### src/trigger_pkg.sv
package trigger_pkg;

	// Serial word size
	localparam int WORD_BITS = 8;

	// Words in one full sequence
	localparam int PATTERN_LENGTH = 8;

	typedef logic [WORD_BITS-1:0] pattern_word_t;

	typedef logic [$clog2(PATTERN_LENGTH)-1:0] pattern_index_t;

	// Sent in this order, index 0 starts a sequence
	localparam pattern_word_t pattern_table [PATTERN_LENGTH] = '{
		8'hff, // Sequence start
		8'hff,
		8'hf7,
		8'h68,
		8'h80,
		8'h01,
		8'hcc,
		8'haa  // Last word before wrap
	};

endpackage

### src/word_if.sv
`timescale 1ns/1ps

// Four-phase req/ack link carrying one pattern word
interface word_if import trigger_pkg::*; ();

	logic req;
	logic ack;
	pattern_word_t word;
	logic first; // Word is index 0 of the sequence

	modport source (
		output req,
		output word,
		output first,
		input  ack
	);

	modport sink (
		input  req,
		input  word,
		input  first,
		output ack
	);

endinterface

### src/trigger_input_sync.sv
`timescale 1ns/1ps

module trigger_input_sync #(
	parameter int SYNC_STAGES = 2
) (
	input  logic clock,
	input  logic reset1,
	input  logic trigger_in,
	output logic trigger_pulse
);

	logic [SYNC_STAGES-1:0] sync_chain;
	logic last_stage; // One stage past the synchronizer

	// Metastability chain for the asynchronous trigger
	always_ff @(posedge clock) begin
		if (reset1) begin
			sync_chain <= '0;
		end else begin
			sync_chain[0] <= trigger_in;
			for (int i = 1; i < SYNC_STAGES; i++) begin
				sync_chain[i] <= sync_chain[i-1];
			end
		end
	end

	// Rising edge only, a held level gives one pulse
	always_ff @(posedge clock) begin
		if (reset1) begin
			last_stage <= 1'b0;
			trigger_pulse <= 1'b0;
		end else begin
			last_stage <= sync_chain[SYNC_STAGES-1];
			trigger_pulse <= sync_chain[SYNC_STAGES-1] && !last_stage;
		end
	end

endmodule

### src/pattern_sequencer.sv
`timescale 1ns/1ps

module pattern_sequencer
	import trigger_pkg::*;
#(
	parameter int SELF_PERIOD = 64
) (
	input  logic clock,
	input  logic reset1,
	input  logic trigger_pulse,
	input  logic self_triggered,
	output logic trigger_missed,
	word_if.source link
);

	localparam int PERIOD_BITS = $clog2(SELF_PERIOD);
	localparam logic [PERIOD_BITS-1:0] PERIOD_LAST = PERIOD_BITS'(SELF_PERIOD - 1);
	localparam pattern_index_t INDEX_LAST = pattern_index_t'(PATTERN_LENGTH - 1);

	pattern_index_t index;
	pattern_index_t next_index;
	logic [PERIOD_BITS-1:0] period_count;
	logic prev_mode;
	logic mode_change;
	logic period_tick;
	logic link_free;
	logic start;

	assign mode_change = self_triggered != prev_mode;
	assign period_tick = self_triggered && (period_count == PERIOD_LAST);

	// Free only once the previous handshake has fully returned to zero
	assign link_free = !link.req && !link.ack;

	// A mode switch takes priority over any request in the same cycle
	assign start = !mode_change && link_free
		&& (self_triggered ? period_tick : trigger_pulse);

	assign next_index = (index == INDEX_LAST) ? '0 : index + 1'b1;

	// Mode history and self-trigger interval
	always_ff @(posedge clock) begin
		if (reset1) begin
			prev_mode <= 1'b0;
			period_count <= '0;
		end else begin
			prev_mode <= self_triggered;
			if (mode_change || !self_triggered) begin
				period_count <= '0;
			end else if (period_tick) begin
				period_count <= '0; // Ticks are skipped if the link is busy
			end else begin
				period_count <= period_count + 1'b1;
			end
		end
	end

	// Sequence position
	always_ff @(posedge clock) begin
		if (reset1) begin
			index <= '0;
		end else if (mode_change) begin
			index <= '0; // Restart the sequence in the new mode
		end else if (start) begin
			index <= next_index;
		end
	end

	// Source side of the four-phase handshake
	always_ff @(posedge clock) begin
		if (reset1) begin
			link.req <= 1'b0;
		end else if (start) begin
			link.req <= 1'b1;
		end else if (link.req && link.ack) begin
			link.req <= 1'b0;
		end
	end

	// Word and first flag settle on the same edge req rises
	always_ff @(posedge clock) begin
		if (start) begin
			link.word <= pattern_table[index];
			link.first <= (index == '0);
		end
	end

	// No queue, a trigger during a busy link is dropped and reported
	always_ff @(posedge clock) begin
		if (reset1) begin
			trigger_missed <= 1'b0;
		end else begin
			trigger_missed <= !self_triggered && trigger_pulse && !link_free;
		end
	end

endmodule

### src/word_serializer.sv
`timescale 1ns/1ps

module word_serializer
	import trigger_pkg::*;
(
	input  logic clock,
	input  logic reset1,
	word_if.sink link,
	output logic serial_out,
	output logic serial_enable,
	output logic sync_out,
	output pattern_word_t status_word
);

	localparam int COUNT_BITS = $clog2(WORD_BITS + 1);

	pattern_word_t shift_reg;
	logic [COUNT_BITS-1:0] bits_left;
	logic first_flag;
	logic idle;
	logic load;

	assign idle = (bits_left == '0);

	// Accept a word only with the shifter empty and the last handshake closed
	assign load = idle && link.req && !link.ack;

	// Handshake, bit count and status latch
	always_ff @(posedge clock) begin
		if (reset1) begin
			link.ack <= 1'b0;
			bits_left <= '0;
			status_word <= '0;
		end else if (load) begin
			link.ack <= 1'b1;
			bits_left <= COUNT_BITS'(WORD_BITS);
			status_word <= link.word;
		end else begin
			if (link.ack && !link.req) begin
				link.ack <= 1'b0;
			end
			if (!idle) begin
				bits_left <= bits_left - 1'b1;
			end
		end
	end

	// MSB first
	always_ff @(posedge clock) begin
		if (load) begin
			shift_reg <= link.word;
			first_flag <= link.first;
		end else if (!idle) begin
			shift_reg <= {shift_reg[WORD_BITS-2:0], 1'b0};
		end
	end

	assign serial_enable = !idle;
	assign serial_out = serial_enable && shift_reg[WORD_BITS-1];
	assign sync_out = serial_enable && first_flag; // Whole word at index 0

endmodule

### src/trigger_pattern_top.sv
`timescale 1ns/1ps

module trigger_pattern_top
	import trigger_pkg::*;
#(
	parameter int SELF_PERIOD = 64,
	parameter int SYNC_STAGES = 2
) (
	input  logic clock,
	input  logic reset1,
	input  logic trigger_in,     // Asynchronous
	input  logic self_triggered, // Mode select
	output logic serial_out,
	output logic serial_enable,
	output logic sync_out,
	output logic trigger_missed,
	output pattern_word_t status_word
);

	logic trigger_pulse;

	word_if link ();

	trigger_input_sync #(
		.SYNC_STAGES(SYNC_STAGES)
	) u_input_sync (
		.clock(clock),
		.reset1(reset1),
		.trigger_in(trigger_in),
		.trigger_pulse(trigger_pulse)
	);

	pattern_sequencer #(
		.SELF_PERIOD(SELF_PERIOD)
	) u_sequencer (
		.clock(clock),
		.reset1(reset1),
		.trigger_pulse(trigger_pulse),
		.self_triggered(self_triggered),
		.trigger_missed(trigger_missed),
		.link(link.source)
	);

	// Fabric-clock stand-in for the output serializer
	word_serializer u_serializer (
		.clock(clock),
		.reset1(reset1),
		.link(link.sink),
		.serial_out(serial_out),
		.serial_enable(serial_enable),
		.sync_out(sync_out),
		.status_word(status_word)
	);

endmodule

### config.mk
export PLATFORM = sky130hd
export DESIGN_NAME = trigger_pattern_top
export DESIGN_NICKNAME = d
export VERILOG_FILES = /design/src/trigger_pkg.sv /design/src/word_if.sv /design/src/trigger_input_sync.sv /design/src/pattern_sequencer.sv /design/src/word_serializer.sv /design/src/trigger_pattern_top.sv
export SDC_FILE = /design/constraint.sdc
export NUM_CORES = 1
export LEC_CHECK = 0
export BUFFER_PORTS_ARGS = -buffer_cell sky130_fd_sc_hd__buf_2
export CORE_MARGIN = 1
export CORE_UTILIZATION = 52
export CTS_BUF_LIST = sky130_fd_sc_hd__clkbuf_4 sky130_fd_sc_hd__clkbuf_8 sky130_fd_sc_hd__clkbuf_16
export DETAILED_ROUTE_END_ITERATION = 16
export GPL_TIMING_DRIVEN = 0
export PLACE_DENSITY = 0.79
export REMOVE_ABC_BUFFERS = 1
export SYNTH_ARGS = -nofsm -noshare
export SYNTH_HDL_FRONTEND = slang
export SYNTH_SLANG_ARGS = --single-unit
### constraint.sdc
create_clock -name clock -period 1.89 [get_ports clock]
set_input_delay 0.2835 -clock clock [delete_from_list [all_inputs] [get_ports clock]]
set_output_delay 0.2835 -clock clock [all_outputs]
set_load 0.005 [all_outputs]
; After elaboration in Yosys (flattened, before gate mapping)
; Memory sizes are Yosys's and may differ from the RTL's. A register that Yosys moved wholly into a read port is not among the register bits.
; Cells that the tools add are included.
[op_classes]
add_sub_neg = 3
mul = 0
div = 0
magnitude_cmp = 0
eq_ne = 4
shifts = 0
mux = 10
bitwise = 1
reduce_logical = 28
[op_table]
columns = cell, count
row1 = two-way mux 8 bit, 2
row2 = logical AND 1 bit, 13
row3 = two-way mux 4 bit, 2
row4 = zero test 1 bit, 7
row5 = "adder 6 x 1 -> 6 bit, second input constant", 1
row6 = "equality test 6 bit, second input constant", 1
row7 = two-way mux 1 bit, 5
row8 = zero test 4 bit, 1
row9 = NOT 3 -> 4 bit, 1
row10 = nonzero test 2 bit, 2
row11 = OR reduction 2 bit, 2
row12 = "subtractor 4 x 1 -> 4 bit, second input constant", 1
row13 = "adder 3 x 1 -> 3 bit, second input constant", 1
row14 = "equality test 3 bit, second input constant", 1
row15 = zero test 3 bit, 1
row16 = two-way mux 3 bit, 1
row17 = OR reduction 3 bit, 1
row18 = "inequality test 2 bit, second input constant", 1
row19 = logical OR 1 bit, 1
row20 = inequality test 1 bit, 1
[totals]
ff_bits = 39
latchBits = 0
ram_bits = 0
mem_bits_ro = 64
in_bits = 4
output_inout_bits = 12
word_cells = 62
memories = 1
[memory_table]
columns = name, depth, word_bits, read_ports, rd_clocked_by_memory_dff, wr, line
row1 = (name not given), 8, 8, 1, 1, 0, pattern_sequencer.sv:83  ; link.word <= pattern_table[index];

; Depth between registers and ports, before layout
[depth]
ltp_word = 5
mapped_depth = 10
mapped_depth_nobuf = 8

; By module
; Synthesis repeated with hierarchy kept, for this count alone.
[hier_totals]
hier_cells = 185
hier_area_um2 = 1960.6
[by_module_without_submodules]
columns = mod, instances, cells_each, area_per_inst_um2, seq_area_each_um2
row1 = pattern_sequencer, 1, 85, 929.6, 510.5
row2 = word_serializer, 1, 92, 919.6, 530.5
row3 = trigger_input_sync, 1, 8, 111.4, 80.1

; Worst setup path before layout
; Ideal clock, no wire load.
[synth_timing]
kind = reg-to-reg
startpoint = reg u_serializer.bits_left[0]
endpoint = reg u_serializer.shift_reg[1] (data pin)
setup_ns = 0.253
arrival_time_ns = 1.553
required_time_ns = 1.637
path_slack_ns = 0.084
stages_incl_launch_ff = 10
path_buffers = 2
period_less_slack_ns = 1.806
cell_sequence = dfxtp_1 inv_1 ha_1 nor3b_4 inv_4 or2_1 buf_6 buf_2 nand2_1 nand2_1
[synth_via]
elab_chain_cells = 4
[synth_lines]
columns = element, line
row1 = start: declaration, word_serializer.sv:18  ; logic [COUNT_BITS-1:0] bits_left;
row2 = start signal: assignment, word_serializer.sv:36  ; bits_left <= COUNT_BITS'(WORD_BITS);
row3 = start signal: assignment, word_serializer.sv:43  ; bits_left <= bits_left - 1'b1;
row4 = zero test 4 bit, word_serializer.sv:23  ; assign idle = (bits_left == '0);
row5 = logical AND 1 bit (2 in a row), word_serializer.sv:26  ; assign load = idle && link.req && !link.ack;
row6 = two-way mux 8 bit, word_serializer.sv:50  ; if (load) begin
row7 = end signal: assignment, word_serializer.sv:51  ; shift_reg <= link.word;
row8 = end signal: assignment, word_serializer.sv:54  ; shift_reg <= {shift_reg[WORD_BITS-2:0], 1'b0};
row9 = end: declaration, word_serializer.sv:17  ; pattern_word_t shift_reg;
; No other way between the ends.
; A chain may end at the register's enable or synchronous reset.

; Worst setup path after layout
[layout_timing]
startpoint = reg u_serializer.bits_left[0]
endpoint = out serial_out
[layout_via]
elab_chain_cells = 3
[layout_lines]
columns = element, line
row1 = zero test 4 bit, word_serializer.sv:23
row2 = zero test 1 bit, n/a
row3 = logical AND 1 bit, word_serializer.sv:59  ; assign serial_out = serial_enable && shift_reg[WORD_BITS-1];
row4 = end: declaration, trigger_pattern_top.sv:13  ; output logic serial_out,
; No other way between the ends.

==> impl_metrics.ini <==
[clock_tree]
tritoncts_num_sinks = 47
cts_buffer_depth = 2
htree_levels = 2
root_buffer = clkbuf_8
path_clk_slew_ps = 80
cts_tree = built
hold_buffers = 0
cts_inserted_buffers = 5
clock_latency_ps = 300

[route]
drt-initial-drc-count = 44
routed_wl_mm = 2.86
drt-wirelength-per-cell_um = 11.6
first_pass_iters = 4
vias = 1227
drc_errors = 0
ant_nets = 0
viasPerCell = 4.97

[logic_synthesis]
synth_warnings = 0
yosysSeqAreaShare = 0.569
ys.flop_type = dfxtp_1
syn_area_per_cell_um2 = 10.9
synthTopCellsByCount = 29 x dfxtp_1, 25 x nand2_1, 18 x edfxtp_1
synth_cells = 181
netlist_top_cells_area = dfxtp_1 29%, edfxtp_1 27%, ha_1 7.0%, nand2_1 4.8%, a21oi_2 3.6%
yosysTopAreaCell = dfxtp_1
syn_area_mm2 = 0.00197
yosysMostFrequentCell = dfxtp_1
synth_top_area_share = 0.294
ys_types = 36
ys_async_sr_fraction = 0
ys_ff_latch = 47
synth_enable_flop_cells = 18

[critical_path]
startpoint = u_serializer.bits_left[0]$_SDFFE_PP0P_
r2r_slack_ps = 200
path_buf_inv = 3
worstSetupPathType = reg2out
crit_cells = 6
crit_end = serial_out
crit_arrival_ps = 1440
cp_slowest_stage_delay_ps = 310
r2r_start = u_sequencer.period_count[0]$_SDFF_PP0_
slowest_stage = dfxtp_1
worstPathMaxFanout = 6
r2r_end = u_sequencer.link.word[1]$_DFFE_PP_
worstPathCellList = inv_1 -> ha_1 -> nor3b_4 -> inv_4 -> and2_1 -> buf_2
r2r_cells = 5
cp.required_ps = 1610
critPathLaunchType = flip-flop
end_kind = output port
cp_top_family = simple AND/OR/NAND/NOR gates

[floorplanning]
num_io_pins = 16
die_area_mm2 = 0.00404
std_cell_rows = 22
coreArea_mm2 = 0.00366
initial_core_util = 0.539
die_w_um = 63.6
die_h_um = 63.6

[pwr]
combPwrFrac = 0.208
vdd_drop_max_uv = 605
pwr-share-seq = 0.538
p_clk_frac = 0.254
power.share.switching = 0.276
p_switching_uw = 666
power.density_mw_per_mm2 = 1110
p_int_uw = 1750
power.leakage_uw = 0.000801

[flow_run]
drv_cap = 0

[timing]
timing.fmax_ghz = 0.580
setup_viol = 0
fin_crit_sh = 0.912
finalCriticalPeriod_ps = 1720
rsz0062_at_grt = no
finalHoldViolations = 0
fin_tns_setup_ps = 0
fin_hold_ws_ps = 197
setup_ws_ps = 165
relSlewSlack = 0.678
fin_skew_ps = 9.52
drv_slew = 0
tightest_slew_ps = 483

[final_layout]
diodes = 0
area_growth_pct = 9.90
fillers = 327
num-nets-final = 213
final_cell_count_no_fill = 247
final_cell_area_mm2 = 0.00217
drive_gt1_frac = 0.226

[placed_design]
dp.cells = 238
dpl.hpwl_mm = 2.00
portBuffers = 15
dp_slack_ps = -107
place_area_mm2 = 0.00206
place_congestion = 0.731

[global_route]
grt_pass1_wl_mm = 4.87
grt_pass1_vias = 1114
grt_usage = 0.162
overflow = 0
grt_max_degree = 22
grt_antenna_before_repair = 0

[min_path]
hold_class = in2reg

[status]
status = finished, final reports clean
## placed cells by master, fill, tap and decap left out
master and n:
nor2b_1 6, and2_1 2, o21ai_0 4, a211oi_1 1, buf_4 1, inv_4 1
xnor2_1 4, nand2_2 8, a21o_1 1, or2_4 1, or3_1 1, xor2_1 3
a21oi_2 8, nor3_1 5, nor2_1 13, o21a_1 1, nor3b_1 1, nand4b_1 1
clkinv_1 1, or2_2 1, inv_6 1, inv_1 7, ha_1 11, buf_2 15
edfxtp_1 18, a2111oi_0 1, o21bai_1 1, a21oi_1 6, nor3b_4 1, clkinvlp_4 2
nand2_1 25, or4_1 1, mux2i_1 2, nand3_1 4, dfxtp_1 29, clkbuf_8 6
nand2b_1 5
## final cells by class
cell class,instances,area [um2],area share
clock buffers,6,82.6,0.0381
multi-input cells,118,761,0.351
well taps,48,60.1,0.0277
inverters,10,48.8,0.0225
clock inverters,2,11.3,0.00520
flip-flops and latches,47,1120,0.517
repair buffers,16,82.6,0.0381
## layer usage
layer | vias up | track usage | wire [um]
met2 | 16 | 0.245 | 1320
met4 | 0 | 0.0881 | 77
met3 | 7 | 0.0670 | 99
met5 | - | 0 | 0
li1 | 629 | - | -
met1 | 575 | 0.193 | 1370
## power groups by stage
stage | sequential [uW] | combinational, uW | clock, uW
after floorplan | 1310 | 357 | 0
after global placement | 1320 | 452 | 0
after detailed placement | 1320 | 479 | 0
after CTS | 1300 | 507 | 636
after global routing | 1310 | 568 | 676
final | 1300 | 502 | 614
## how the worst min path moves through the flow
stage / cells past startpoint / start / end / slack (ps)
floorplan: 1 / reset1 / u_serializer.status_word[0]$_SDFFE_PP0P_ / 350
global placement: 1 / u_input_sync.last_stage$_SDFF_PP0_ / u_input_sync.trigger_pulse$_SDFF_PP0_ / 370
detailed placement: 1 / u_input_sync.last_stage$_SDFF_PP0_ / u_input_sync.trigger_pulse$_SDFF_PP0_ / 380
CTS: 2 / trigger_in / u_input_sync.sync_chain[0]$_SDFF_PP0_ / 180
global route: 2 / trigger_in / u_input_sync.sync_chain[0]$_SDFF_PP0_ / 190
finish: 2 / trigger_in / u_input_sync.sync_chain[0]$_SDFF_PP0_ / 200
## repair_timing
action | 4_1_cts | 5_1_grt
gates resized for setup | 1 | 2
setup buffers | 1 | 0
setup endpoints to repair | 21 | 12
## kinds of logic (layout without fill, tap and decap cells)
logic type / count (synthesis) / in the layout / synth area share
flops: 47 / 47 / 0.569
simple gates: 75 / 75 / 0.193
compound gates: 23 / 23 / 0.0806
buf+inv: 16 / 34 / 0.0470
xor+xnor: 7 / 7 / 0.0311
fa+ha+maj: 11 / 11 / 0.0698
mux: 2 / 2 / 0.0102
## metrics by stage
| step | util | total power (uW) |
|---|---|---|
| final | 0.592 | 2420 |
| after global routing | 0.592 | 2560 |
| after CTS | 0.590 | 2440 |
| after detailed placement | 0.563 | 1800 |
| after global placement | 0.563 | 1770 |
| after floorplan | - | 1660 |
No activity file was read; power rests on OpenSTA's default activity.
